**src/source/fib_pkg.sv**
```systemverilog
// Shared constants and types for the NDN forwarding table
// Stream, prefix, length and hash widths
// Table geometry and metadata field positions
// Reply length and counter widths

package fib_pkg;

    // Stream and prefix geometry
    localparam int PREFIX_BYTES = 8;
    localparam int BYTE_W       = 8;
    localparam int PREFIX_W     = PREFIX_BYTES * BYTE_W;

    // Prefix length field, one table row per possible length
    localparam int LEN_W       = 6;
    localparam int NUM_LENGTHS = 1 << LEN_W;

    // Table index width and bits per row
    localparam int HASH_W      = 10;
    localparam int TABLE_DEPTH = 1 << HASH_W;

    // Length field inside the metadata byte
    // Bit 6 flags an interest packet, carried through unchanged
    localparam int META_LEN_LSB = 0;
    localparam int META_LEN_MSB = 5;

    // Reply is metadata, total prefix, matched prefix
    localparam int TX_BYTES = 1 + 2 * PREFIX_BYTES;

    // Counter widths derived from the byte counts
    localparam int PREFIX_CNT_W = $clog2(PREFIX_BYTES);
    localparam int TX_CNT_W     = $clog2(TX_BYTES + 1);

    typedef logic [PREFIX_W-1:0] prefix_t;
    typedef logic [BYTE_W-1:0]   byte_t;
    typedef logic [LEN_W-1:0]    len_t;
    typedef logic [HASH_W-1:0]   hash_t;

endpackage
```
**src/source/fib_tx_serializer.sv**
```systemverilog
// Lookup reply serializer towards SPI
// Loads metadata, total prefix and matched prefix into one shift register
// Sends 17 bytes back to back, MSB first, done with the last one

`timescale 1ns/1ps

module fib_tx_serializer (
    input  logic             clk,
    input  logic             rst,
    input  logic             emit_start,
    input  fib_pkg::prefix_t total_prefix,
    input  fib_pkg::prefix_t match_prefix,
    input  fib_pkg::byte_t   match_metadata,
    output logic             tx_valid,
    output fib_pkg::byte_t   tx_data,
    output logic             tx_done
);

    import fib_pkg::*;

    localparam int SR_W = BYTE_W * TX_BYTES;

    logic [SR_W-1:0]     shift_r;
    logic [TX_CNT_W-1:0] bytes_left;

    // Remaining byte count, zero means idle
    always_ff @(posedge clk or posedge rst) begin
        if (rst) begin
            bytes_left <= '0;
        end else if (emit_start) begin
            bytes_left <= TX_CNT_W'(TX_BYTES);
        end else if (bytes_left != '0) begin
            bytes_left <= bytes_left - 1'b1;
        end
    end

    // Reply payload, metadata byte goes out first
    always_ff @(posedge clk) begin
        if (emit_start) begin
            shift_r <= {match_metadata, total_prefix, match_prefix};
        end else if (bytes_left != '0) begin
            shift_r <= shift_r << BYTE_W;
        end
    end

    assign tx_valid = (bytes_left != '0);
    assign tx_data  = shift_r[SR_W-1 -: BYTE_W];
    // Seventeenth byte
    assign tx_done  = (bytes_left == TX_CNT_W'(1));

endmodule

```
**config.mk**
```make
export PLATFORM = sky130hd
export DESIGN_NAME = fib_tx_serializer
export DESIGN_NICKNAME = d
export VERILOG_FILES = /design/src/source/fib_pkg.sv /design/src/source/fib_tx_serializer.sv
export SDC_FILE = /design/constraint.sdc
export NUM_CORES = 1
export LEC_CHECK = 0
export ABC_AREA = 1
export BUFFER_PORTS_ARGS = -buffer_cell sky130_fd_sc_hd__buf_2
export CAP_MARGIN = 30
export CORE_ASPECT_RATIO = 0.6
export CORE_MARGIN = 2
export CORE_UTILIZATION = 60
export CTS_BUF_LIST = sky130_fd_sc_hd__clkbuf_8
export DETAILED_ROUTE_END_ITERATION = 12
export GPL_TIMING_DRIVEN = 0
export PLACE_DENSITY = 0.92
export SYNTH_ARGS = -nofsm -noshare
export SYNTH_HDL_FRONTEND = slang
export SYNTH_SLANG_ARGS = --single-unit
```
**constraint.sdc**
```tcl
create_clock -name clk -period 15.3 [get_ports clk]
set_clock_uncertainty 0.2 [all_clocks]
set_input_delay 1.53 -clock clk [delete_from_list [all_inputs] [get_ports clk]]
set_output_delay 1.53 -clock clk [all_outputs]
set_load 0.03 [all_outputs]
```
# == Word level (Yosys, flattened, before mapping) ==
# Cells that the tools add are included.
# W data, S select, Z words.
# op_classes
n_addsub,1
n_eq_ne,1
muxes,4
n_reduce_logical,2
# op_table
cell,count
$mux W136,2
$mux W5,2
$eq A5 B1 Y1 const B,1
$reduce_bool A5 Y1,1
$sub A5 B1 Y5 const B,1
$reduce_bool A2 Y1,1
# word_totals
reg_bits,141
input_bits,139
out_inout_bits,10
word_cells,10

# == Depth between registers and ports, before layout ==
# Gate-level depths: netlist (run 1).
# depth
word_depth,3
ltp_mapped,5
mapped_depth_nobuf,5

# == Least setup slack after synthesis (run 1) ==
# No wires, ideal clock.
# synth_path
path_type,input -> register
startpoint,input emit_start
endpoint,register shift_r[0] (enable)
setup_time_ns,1.793
t_arrival_ns,5.358
required_time_ns,13.307
path_slack_ns,7.949
stages,2
n_path_buf,0
cell_sequence,inv_2 nand4_1
# synth_between
elab_chain_cells,1
# synth_lines
item,line,source
"start, declared",fib_tx_serializer.sv:10,"input logic emit_start,"
$reduce_bool A2 Y1 (no line),-,
"end signal, assigned",fib_tx_serializer.sv:40,"shift_r <= {match_metadata, total_prefix, match_prefix};"
"end signal, assigned",fib_tx_serializer.sv:42,shift_r <= shift_r << BYTE_W;
"end, declared",fib_tx_serializer.sv:23,logic [SR_W-1:0] shift_r;
# No other way between the ends.
# A chain may end at the register's enable or synchronous reset.

# == Final worst setup path (run 1) ==
# layout_path
startpoint,register bytes_left[0]
endpoint,output tx_valid
# layout_between
elab_chain_cells,1
# layout_lines
item,line,source
"start, declared",fib_tx_serializer.sv:24,logic [TX_CNT_W-1:0] bytes_left;
"start signal, assigned",fib_tx_serializer.sv:31,bytes_left <= TX_CNT_W'(TX_BYTES);
"start signal, assigned",fib_tx_serializer.sv:33,bytes_left <= bytes_left - 1'b1;
$reduce_bool A5 Y1,fib_tx_serializer.sv:46,assign tx_valid = (bytes_left != '0);
"end, declared",fib_tx_serializer.sv:14,"output logic tx_valid,"
# No other way between the ends.

==> reports/summary.json, run 1 <==
{
  "grt_start_max_net_pins": 20,
  "postCtsSetupRepairBufs": 0,
  "post_synth_top_area_cell": "edfxtp_1",
  "global_route.peak_usage_layer": "met2",
  "tns_ps": 0,
  "remaining_max_slew_budget_at_the_tightest_pin_pct": 48.7,
  "width_of_the_die_um": 134,
  "remaining_design_rule_violation_count": 0,
  "postCtsHoldBufs": 0,
  "critPathCaptureType": "output port",
  "setup-violations-final": 0,
  "hold_path.class": "flip-flop to flip-flop",
  "synthesized_flop_and_latch_total": 141,
  "cts_tree": "done",
  "p_comb_share_pct": 10.9,
  "path_class": "flip-flop to output port",
  "worst_setup_slack_for_register_to_register_paths_ps": 12630,
  "pwr-share-seq_pct": 53.6,
  "die_height_um": 82.0,
  "power.density_mw_per_mm2": 120,
  "post_synth_main_area_contributors": "edfxtp_1, nand2_1, buf_2",
  "timing_max_transition_violations_final": 0,
  "power_dissipated_by_switching_net_loads_mw": 0.218,
  "initial_antenna_violation_count": 0,
  "nets": 926,
  "final-hold-violation-count": 0,
  "cts-root-to-sink-buffers": 2,
  "peakVddDrop_uv": 95.7,
  "port_buffers": 148,
  "grt_util_met1_pct": 33.7,
  "netlist.area_leader.share_pct": 67.2,
  "area_growth_pct": 24.6,
  "fmaxAchievable_ghz": 0.293,
  "syn_area_per_cell_um2": 9.96,
  "drt_iter0_markers": 388,
  "drt.antenna.violating_nets": 0,
  "ff2ff_path_depth": 6,
  "worstReg2RegEnd": "shift_r[46]",
  "internal_power_mw": 0.691,
  "met3_usage_pct": 5.74,
  "clk-insertion-delay-late_ps": 430,
  "placementRows": 28,
  "synth.distinct_cells": 15,
  "run_status": "completed",
  "floorplan.die_area_mm2": 0.0110,
  "cap_viol_max_count": 0,
  "min_from": "shift_r[47]",
  "gp_congestion": 0.840,
  "initial_core_util_pct": 61.7,
  "power_frac_clock_pct": 35.5,
  "ys_seq_area_share_pct": 69.3,
  "cts_resized": 0,
  "dpl.hpwl_mm": 10.1,
  "tritoncts_num_sinks": 141,
  "power.switching_fraction_pct": 24.0,
  "grt_pass1_wl_mm": 21.3,
  "cts_root_buf": "clkbuf_8",
  "boundaryPins": 149,
  "timing.critical_path.from_type": "flip-flop",
  "layout_min_cycle_time_ps": 3410,
  "placed_cells_incl_taps": 901,
  "worst-slew-pin-transition_ps": 767,
  "detailedRoute.firstPassIterationCount": 5,
  "track_usage_pct": 25.9,
  "required_ps": 13570,
  "synth-warning-count": 0,
  "post_synth_instance_area_mm2": 0.00608,
  "post_route_cells_drive_above_1_share_pct": 27.9,
  "htreeDepth": 4,
  "cts.reportedPaths.clkPinSlew_ps": 80,
  "post_drt_via_cell_ratio": 5.09,
  "period_share_pct": 22.3,
  "core_mm2": 0.00984,
  "critPathMaxFanout": 5,
  "tritoncts.num_buffers": 17,
  "globalRouteMet2Util_pct": 44.2,
  "hold_end": "shift_r[55]",
  "worst_r2r_startpoint": "bytes_left[0]",
  "detailroute.via_count": 4751,
  "wl_mm": 13.8,
  "synthesis.instances": 610,
  "grt-ovfl-total": 0,
  "first_global_vias": 4527,
  "worst-endpoint-arrival_ps": 1680,
  "synth_fp_nets": 751,
  "grt_setup_unrepaired": "no",
  "timing.hold.worst_path_depth": 2,
  "antenna_cell_count": 0,
  "wl_per_cell_um": 14.7,
  "stdcell_count": 933,
  "power.leakage_nw": 3.89,
  "hold_slack_ps": 314
}
through the flow:
step | power (mW) | cell area [um^2] | setup slack [ps] | utilization, %
global placement | 0.585 | 6990 | 5950 | 71.0
CTS | 0.911 | 7570 | 11900 | 76.9
finish | 0.909 | 7570 | 11890 | 76.9
detailed placement | 0.593 | 7140 | 11690 | 72.6
global route | 0.942 | 7570 | 11820 | 76.9
floorplan | 0.551 | 6080 | 7950 | -
synthesized netlist by cell type:
cell type and number:
buf_2 25, buf_4 9, clkbuf_1 3, dfrtp_1 5
edfxtp_1 136, ha_1 2, inv_1 15, inv_2 1
nand2_1 400, nand3_1 5, nand4_1 2, nor2_1 4
nor2_4 1, o21ai_0 1, xor2_1 1
worst max-delay path by stage:
stage | startpoint | end | slack, ps | depth (start not counted)
after CTS | bytes_left[0] | tx_valid | 11900 | 4
after global routing | bytes_left[0] | tx_valid | 11820 | 4
final | bytes_left[0] | tx_valid | 11890 | 4
after floorplan | emit_start | shift_r[0] | 7950 | 2
after detailed placement | emit_start | shift_r[52] | 11690 | 6
after global placement | emit_start | shift_r[72] | 5950 | 3
per-layer routing:
metal | vias up | share of wire [%]
met4 | 0 | 1.2
li1 | 2296 | -
met5 | - | 0
met2 | 222 | 48
met3 | 19 | 8.4
met1 | 2214 | 42
state kept, by name, indices dropped and copies added (netlist names):
name	cells
shift_r	136
bytes_left	5
cell usage in the layout, fill, tap and decap left out, drive strengths merged:
cell / n
nand2: 400
buf: 190
edfxtp: 136
clkbuf: 20
inv: 19
nand3: 5
dfrtp: 5
nor2: 5
clkinv: 5
bufinv: 4
clkinvlp: 3
nand4: 2
ha: 2
o21ai: 1
xor2: 1
power groups by stage:
stage / Combinational, mW / Clock, mW / Sequential [mW]
final: 0.0989 / 0.323 / 0.487
after global routing: 0.111 / 0.341 / 0.491
after CTS: 0.0990 / 0.325 / 0.487
after detailed placement: 0.0981 / 0 / 0.495
after global placement: 0.0894 / 0 / 0.496
after floorplan: 0.0583 / 0 / 0.492
cell type report:
type                    instances  area (um^2)
flip-flops and latches        141         4210
multi-input cells             416         1600
well taps                     135          169
repair buffers                156          898
plain buffers                  37          204
inverters                      16         60.1
fillers                       647         2270
clock buffers                  17          234
clock inverters                15          196
worst max-delay path, cell delays in order (launching register included):
cell and delay, ps:
dfrtp_1 410, inv_1 130, ha_1 280, nand3_1 200
buf_2 230
cell families (layout without fill, tap and decap cells):
family | count (synthesis) | after routing | share of synthesized area [%]
AND/OR/NAND/NOR | 412 | 412 | 25.8
flip-flops | 141 | 141 | 69.3
buffers and inverters | 53 | 241 | 4.34
adder cells (fa/ha/maj) | 2 | 2 | 0.412
AO/OA/AOI/OAI | 1 | 1 | 0.0823
XOR/XNOR | 1 | 1 | 0.144
No activity file was read; power rests on OpenSTA's default activity.
==> run 2: changes to the inputs <==
- CORE_UTILIZATION: 60 -> 55
- PLACE_DENSITY: 0.92 -> 0.86
- clock period: 15.3 -> 3.2 ns (I/O delays scaled with it)
==> run 2 against run 1 <==
- count of clock-buffer cells in the layout stayed put
- die area up 8.7%
- via count grew 18%
- combinational power grew to 6.3 times the previous value
- clock power grew to 4.4 times the previous value
- sequential cell count unchanged
- sequential share of layout area is 8.2 points lower
- hold slack worse by 270 ps
- non-clock buffer count rose by 136
- first-iteration DRC count is 16% higher
- cell count grew 15%
- critical endpoint is now shift_r[43]
- largest cell class unchanged
- largest power group unchanged
==> reports/summary.json, run 2 (synthesis results as in run 1) <==
{
  "run_status": "completed",
  "wl": {"value": 17.8, "unit": "mm", "change": "+29%"},
  "floorplan.die_area": {"value": 0.0119, "unit": "mm^2", "change": "+8.7%"},
  "registers_with_the_most_flip_flops": "shift_r x136, bytes_left x5",
  "core": {"value": 0.0107, "unit": "mm^2", "change": "+8.4%"},
  "peakVddDrop": {"value": 321, "unit": "uV", "change": "+240%"},
  "worst_r2r_startpoint": "bytes_left[0]",
  "tns": {"value": 0, "unit": "ps", "change": "unchanged"},
  "ff2ff_path_depth": {"value": 6, "change": "unchanged"},
  "remaining_design_rule_violation_count": {"value": 0, "change": "unchanged"},
  "placementRows": {"value": 29, "change": "+3.6%"},
  "worst_setup_path_startpoint": "bytes_left[0]",
  "crit_slowest_cell": "nand4_1",
  "crit_end": "shift_r[43]",
  "critPathMaxFanout": {"value": 18, "change": "+13"},
  "grt_setup_unrepaired": "no",
  "cp_cell_sequence": "inv_2, ha_4, nand4_1, buf_8, buf_8, buf_8",
  "detailroute.via_count": {"value": 5584, "change": "+18%"},
  "power.leakage": {"value": 4.41, "unit": "nW", "change": "+14%"},
  "tritoncts.num_buffers": {"value": 17, "change": "unchanged"},
  "wl_per_cell": {"value": 16.5, "unit": "um", "change": "+12%"},
  "timing.critical_path.from_type": "flip-flop",
  "grt_start_max_net_pins": {"value": 20, "change": "unchanged"},
  "period_share_pct": 78.9,
  "track_usage": {"value": 31.1, "unit": "%", "change": "+5.2 points"},
  "utilization": {"value": 83.2, "unit": "%", "change": "+6.3 points"},
  "cts_root_buf": "clkbuf_8",
  "boundaryPins": {"value": 149, "change": "unchanged"},
  "cts_resized": {"value": 0, "change": "unchanged"},
  "drt_iter0_markers": {"value": 449, "change": "+16%"},
  "remaining_max_slew_budget_at_the_tightest_pin": {"value": 46.1, "unit": "%", "change": "-2.7 points"},
  "nets": {"value": 1062, "change": "+15%"},
  "htreeDepth": {"value": 4, "change": "unchanged"},
  "clk-insertion-delay-late": {"value": 440, "unit": "ps", "change": "about the same"},
  "maximum_cell_stage_delay_along_the_critical_path": {"value": 620, "unit": "ps", "change": "+210 ps"},
  "width_of_the_die": {"value": 140, "unit": "um", "change": "+4.3%"},
  "post_route_cells_drive_above_1_share": {"value": 24.2, "unit": "%", "change": "-3.7 points"},
  "die_height": {"value": 85.4, "unit": "um", "change": "+4.2%"},
  "cts_tree": "done",
  "fmaxAchievable_ghz": 0.396,
  "worst-endpoint-arrival": {"value": 2520, "unit": "ps", "change": "+840 ps"},
  "layout.cells.most_common": "nand2_1",
  "critPathMostFrequentCell": "buf_8",
  "required": {"value": 3200, "unit": "ps", "change": "-10,370 ps"},
  "grt_pass1_wl": {"value": 28.2, "unit": "mm", "change": "+32%"},
  "timing_max_transition_violations_final": {"value": 0, "change": "unchanged"},
  "tritoncts_num_sinks": {"value": 141, "change": "unchanged"},
  "port_buffers": {"value": 148, "change": "unchanged"},
  "final_cell_mix": "nand2_1, buf_2, dlygate4sd3_1, edfxtp_1, clkbuf_8",
  "post_drt_via_cell_ratio": {"value": 5.20, "change": "+2.2%"},
  "hold_slack": {"value": 42.8, "unit": "ps", "change": "-271 ps"},
  "path_class": "flip-flop to flip-flop",
  "area_growth_pct": 46.1,
  "power.density": {"value": 495, "unit": "mW/mm^2", "change": "+310%"},
  "worst-slew-pin-transition": {"value": 807, "unit": "ps", "change": "+40.0 ps"},
  "setup-violations-final": {"value": 0, "change": "unchanged"},
  "antenna_cell_count": {"value": 0, "change": "unchanged"},
  "largest-register": "shift_r",
  "final-hold-violation-count": {"value": 0, "change": "unchanged"},
  "grt-ovfl-total": {"value": 0, "change": "unchanged"},
  "first_global_vias": {"value": 5840, "change": "+29%"},
  "cap_viol_max_count": {"value": 0, "change": "unchanged"},
  "largest_register_ffs": {"value": 136, "change": "unchanged"},
  "worst_setup_slack_for_register_to_register_paths": {"value": 680, "unit": "ps", "change": "-11,950 ps"},
  "dpl.hpwl": {"value": 9.82, "unit": "mm", "change": "-2.5%"},
  "worstReg2RegEnd": "shift_r[43]",
  "cts.reportedPaths.clkPinSlew": {"value": 80, "unit": "ps", "change": "about the same"},
  "initial_antenna_violation_count": {"value": 0, "change": "unchanged"},
  "drt.antenna.violating_nets": {"value": 0, "change": "unchanged"},
  "hold_path.class": "input pin to flip-flop",
  "layout_min_cycle_time_ps": 2520,
  "total_power_after_layout": {"value": 4.40, "unit": "mW", "change": "+380%"},
  "critPathCaptureType": "flip-flop",
  "initial_core_util": {"value": 57.0, "unit": "%", "change": "-4.8 points"},
  "gp_congestion": {"value": 0.841, "change": "+0.18%"},
  "detailedRoute.firstPassIterationCount": {"value": 5, "change": "unchanged"},
  "cts-root-to-sink-buffers": {"value": 2, "change": "unchanged"}
}
[run 2: cell types whose count changed in the layout (fill, tap and decap cells not counted), moves of 2 or more]
cell,change
dlygate4sd3_1,+136
buf_16,-3
clkinv_4,+3
inv_1,-3
buf_8,+2
bufinv_16,-2
clkinv_2,-2
inv_2,+2
inv_6,+2
[run 2: repair_timing]
| action | in CTS | in global routing |
|---|---|---|
| endpoints found under the hold margin | 140 | 0 |
| setup buffers | 0 | 0 |
| hold buffers | 136 | 0 |
[run 2: metal layers]
| layer | track usage, % | vias to the layer above | share of wire [%] |
|---|---|---|---|
| met2 | 54.0 | 341 | 49 |
| met4 | 14.5 | 0 | 3.6 |
| met3 | 6.83 | 68 | 8.3 |
| met1 | 37.8 | 2607 | 39 |
| li1 | - | 2568 | - |
| met5 | 0 | - | 0 |
[run 2: power by group]
| part | total, mW | switching (mW) | internal, mW |
|---|---|---|---|
| logic | 0.627 | 0.325 | 0.302 |
| clock network | 1.43 | 0.730 | 0.703 |
| registers | 2.34 | 0.0744 | 2.26 |
| total | 4.40 | 1.13 | 3.27 |
[run 2: stage by stage]
stage	area, um^2	setup slack (ps)	cells
floorplan	6090	-3140	610
finish	8880	677	1073
detailed placement	7120	685	905
global route	8880	555	1073
global placement	7000	-5030	897
CTS	8880	652	1073
[run 2: worst min path at each step]
| stage | from | end | slack (ps) | cells after the start |
|---|---|---|---|---|
| 3_3_place_gp | rst | bytes_left[4] | 10 | 2 |
| 5_1_grt | total_prefix[35] | shift_r[99] | 30 | 3 |
| 2_1_floorplan | rst | bytes_left[0] | -100 | 1 |
| 3_5_place_dp | rst | bytes_left[4] | 20 | 2 |
| 4_1_cts | total_prefix[35] | shift_r[99] | 1 | 3 |
| 6_report | total_prefix[35] | shift_r[99] | 40 | 3 |
[run 2: critical path: cells and delay by family (launching register included)]
family / cells / cell delay, ps
buffers and inverters: 4 / 870
AND/OR/NAND/NOR: 1 / 620
flip-flops: 1 / 420
adder cells (fa/ha/maj): 1 / 160
[run 2: layout make-up]
class / count / area (um^2)
clock inverter: 15 / 163
multi-input combinational: 416 / 1620
timing repair buffer: 292 / 2220
sequential: 141 / 4210
fill: 535 / 1790
buffer: 37 / 204
clock buffer: 17 / 234
inverter: 16 / 60.1
tap: 139 / 174
==> run 3: changes to the inputs <==
- CORE_UTILIZATION: 55 -> 50
- PLACE_DENSITY: 0.86 -> 0.82
- clock period: 3.2 -> 2.2 ns (I/O delays scaled with it)
==> run 3 against run 2 <==
- cell count grew 3.0%
- combinational power up 45%
- setup slack worse by 510 ps
- count of clock-buffer cells in the layout unchanged
- hold slack improved by 49 ps
- sequential share of layout area is 0.61 points lower
- critical endpoint is now shift_r[81]
- largest cell class unchanged
==> reports/summary.json, run 3 (synthesis results as in run 1) <==
{
  "worst_r2r_startpoint": "bytes_left[0]",
  "timing.hold.worst_path_depth": {"value": 4, "change": "+1"},
  "power.leakage": {"value": 4.47, "unit": "nW", "change": "+1.2%"},
  "cts_resized": {"value": 0, "change": "unchanged"},
  "registers_with_the_most_flip_flops": "shift_r x136, bytes_left x5",
  "area_growth_pct": 48.0,
  "hold_path.class": "input pin to flip-flop",
  "port_buffers": {"value": 148, "change": "unchanged"},
  "htreeDepth": {"value": 4, "change": "unchanged"},
  "cts_tree": "done",
  "wl": {"value": 17.5, "unit": "mm", "change": "-1.6%"},
  "layout_min_cycle_time": {"value": 2030, "unit": "ps", "change": "-489 ps"},
  "worst-endpoint-arrival": {"value": 1980, "unit": "ps", "change": "-540 ps"},
  "run_status": "completed",
  "layout.cells.most_common": "nand2_1",
  "place_worst_setup_slack": {"value": -419, "unit": "ps", "change": "-1100 ps"},
  "boundaryPins": {"value": 149, "change": "unchanged"},
  "core": {"value": 0.0119, "unit": "mm^2", "change": "+12%"},
  "drt_iter0_markers": {"value": 443, "change": "-1.3%"},
  "layout.filler_cells": {"value": 775, "change": "+45%"},
  "drt.antenna.violating_nets": {"value": 0, "change": "unchanged"},
  "tritoncts_num_sinks": {"value": 141, "change": "unchanged"},
  "setup-violations-final": {"value": 0, "change": "unchanged"},
  "cts-root-to-sink-buffers": {"value": 2, "change": "unchanged"},
  "initial_antenna_violation_count": {"value": 0, "change": "unchanged"},
  "detailroute.via_count": {"value": 5371, "change": "-3.8%"},
  "final-hold-violation-count": {"value": 0, "change": "unchanged"},
  "peakVddDrop": {"value": 452, "unit": "uV", "change": "+41%"},
  "worst_setup_slack_for_register_to_register_paths": {"value": 170, "unit": "ps", "change": "-510 ps"},
  "fmaxAchievable": {"value": 0.491, "unit": "GHz", "change": "+24%"},
  "placement.cell_area": {"value": 0.00718, "unit": "mm^2", "change": "+0.90%"},
  "cts.reportedPaths.clkPinSlew": {"value": 80, "unit": "ps", "change": "about the same"},
  "dpl.hpwl": {"value": 9.49, "unit": "mm", "change": "-3.3%"},
  "grt_pass1_wl": {"value": 26.3, "unit": "mm", "change": "-6.7%"},
  "hold_end": "bytes_left[4]",
  "cts_root_buf": "clkbuf_8",
  "antenna_cell_count": {"value": 0, "change": "unchanged"},
  "track_usage": {"value": 26.7, "unit": "%", "change": "-4.4 points"},
  "initial_core_util": {"value": 50.9, "unit": "%", "change": "-6.1 points"},
  "clk-insertion-delay-late": {"value": 440, "unit": "ps", "change": "about the same"},
  "hold_slack": {"value": 91.7, "unit": "ps", "change": "+49.0 ps"},
  "cap_viol_max_count": {"value": 0, "change": "unchanged"},
  "critPathMaxFanout": {"value": 15, "change": "-3"},
  "ff2ff_path_depth": {"value": 7, "change": "+1"},
  "detailedRoute.firstPassIterationCount": {"value": 5, "change": "unchanged"},
  "grt_start_max_net_pins": {"value": 18, "change": "-10%"},
  "postLayoutCellArea": {"value": 0.00899, "unit": "mm^2", "change": "+1.3%"},
  "worst-slew-pin-transition": {"value": 438, "unit": "ps", "change": "-369 ps"},
  "power.density": {"value": 716, "unit": "mW/mm^2", "change": "+45%"},
  "tns": {"value": 0, "unit": "ps", "change": "unchanged"},
  "largest-register": "shift_r",
  "timing_max_transition_violations_final": {"value": 0, "change": "unchanged"},
  "post_route_cells_drive_above_1_share": {"value": 24.3, "unit": "%", "change": "+0.058 points"},
  "floorplan.die_area": {"value": 0.0131, "unit": "mm^2", "change": "+9.6%"},
  "critPathCaptureType": "flip-flop",
  "grt-ovfl-total": {"value": 0, "change": "unchanged"},
  "setup_slack": {"value": 165, "unit": "ps", "change": "-511 ps"},
  "remaining_max_slew_budget_at_the_tightest_pin": {"value": 70.8, "unit": "%", "change": "+25 points"},
  "min_from": "emit_start",
  "nets": {"value": 1068, "change": "+0.56%"},
  "largest_register_ffs": {"value": 136, "change": "unchanged"},
  "post_drt_via_cell_ratio": {"value": 4.86, "change": "-6.6%"},
  "grt_setup_unrepaired": "no",
  "die_height": {"value": 89.4, "unit": "um", "change": "+4.7%"},
  "placementRows": {"value": 31, "change": "+6.9%"},
  "wl_per_cell": {"value": 15.8, "unit": "um", "change": "-4.4%"},
  "remaining_design_rule_violation_count": {"value": 0, "change": "unchanged"},
  "tritoncts.num_buffers": {"value": 17, "change": "unchanged"},
  "required": {"value": 2140, "unit": "ps", "change": "-1060 ps"},
  "path_class": "flip-flop to flip-flop",
  "worstReg2RegEnd": "shift_r[81]",
  "gp_congestion": {"value": 0.786, "change": "-6.5%"},
  "width_of_the_die": {"value": 146, "unit": "um", "change": "+4.7%"},
  "period_share": {"value": 92.5, "unit": "%", "change": "+14 points"},
  "first_global_vias": {"value": 5393, "change": "-7.7%"},
  "timing.critical_path.from_type": "flip-flop",
  "final_cell_mix": "nand2_1, buf_2, dlygate4sd3_1, edfxtp_1, clkbuf_8"
}
-- run 3: worst max path at each step --
stage                   from            to  slack (ps)  cells after the start
4_1_cts        bytes_left[0]  shift_r[104]         170                      7
2_1_floorplan  bytes_left[0]    shift_r[0]       -4140                      3
3_3_place_gp   bytes_left[0]   shift_r[81]       -6250                      3
3_5_place_dp   bytes_left[0]   shift_r[81]        -420                      7
5_1_grt        bytes_left[0]  shift_r[104]          90                      7
6_report       bytes_left[0]   shift_r[81]         170                      7
-- run 3: stage by stage --
step           power [mW]  util, %  std cells
6_report             6.44     75.3       1105
4_1_cts              6.43     75.3       1105
5_1_grt              6.68     75.3       1105
3_3_place_gp         4.09     58.9        923
3_5_place_dp         4.12     60.1        932
2_1_floorplan        3.84        -        610
-- run 3: report_power, final --
part	internal, mW	total (mW)	switching [mW]
Clock	1.12	2.15	1.03
Sequential	3.29	3.39	0.0977
Combinational	0.446	0.908	0.462
-- run 3: layout make-up --
class	count	area, um^2	share of cell area [%]
inverters	16	60.1	0.668
clock inverters	15	171	1.91
plain buffers	37	204	2.27
well taps	165	206	2.30
repair buffers	298	2290	25.5
multi-input cells	416	1620	18.0
flip-flops and latches	141	4210	46.8
clock buffers	17	234	2.60
-- run 3: metal layers --
layer  track usage [%]  share of wire (%)  vias to the layer above
met5                 0                  0                        -
met4              6.88                1.2                        0
met3              7.55                7.3                       23
met2              48.1                 50                      264
met1              32.5                 41                     2503
li1                  -                  -                     2581
-- run 3: worst max-delay path, stage by stage (launching register included) --
cell and delay, ps:
dfrtp_1 390, inv_2 80, ha_4 180, nand4_1 160, buf_8 210, buf_8 170
buf_8 170, buf_8 180
-- run 3: what timing repair did --
action / in CTS / in global routing
buffers inserted: 3 / 0
hold endpoints to repair: 141 / 0
endpoints found under the setup margin: 101 / 0
hold buffers: 138 / 0
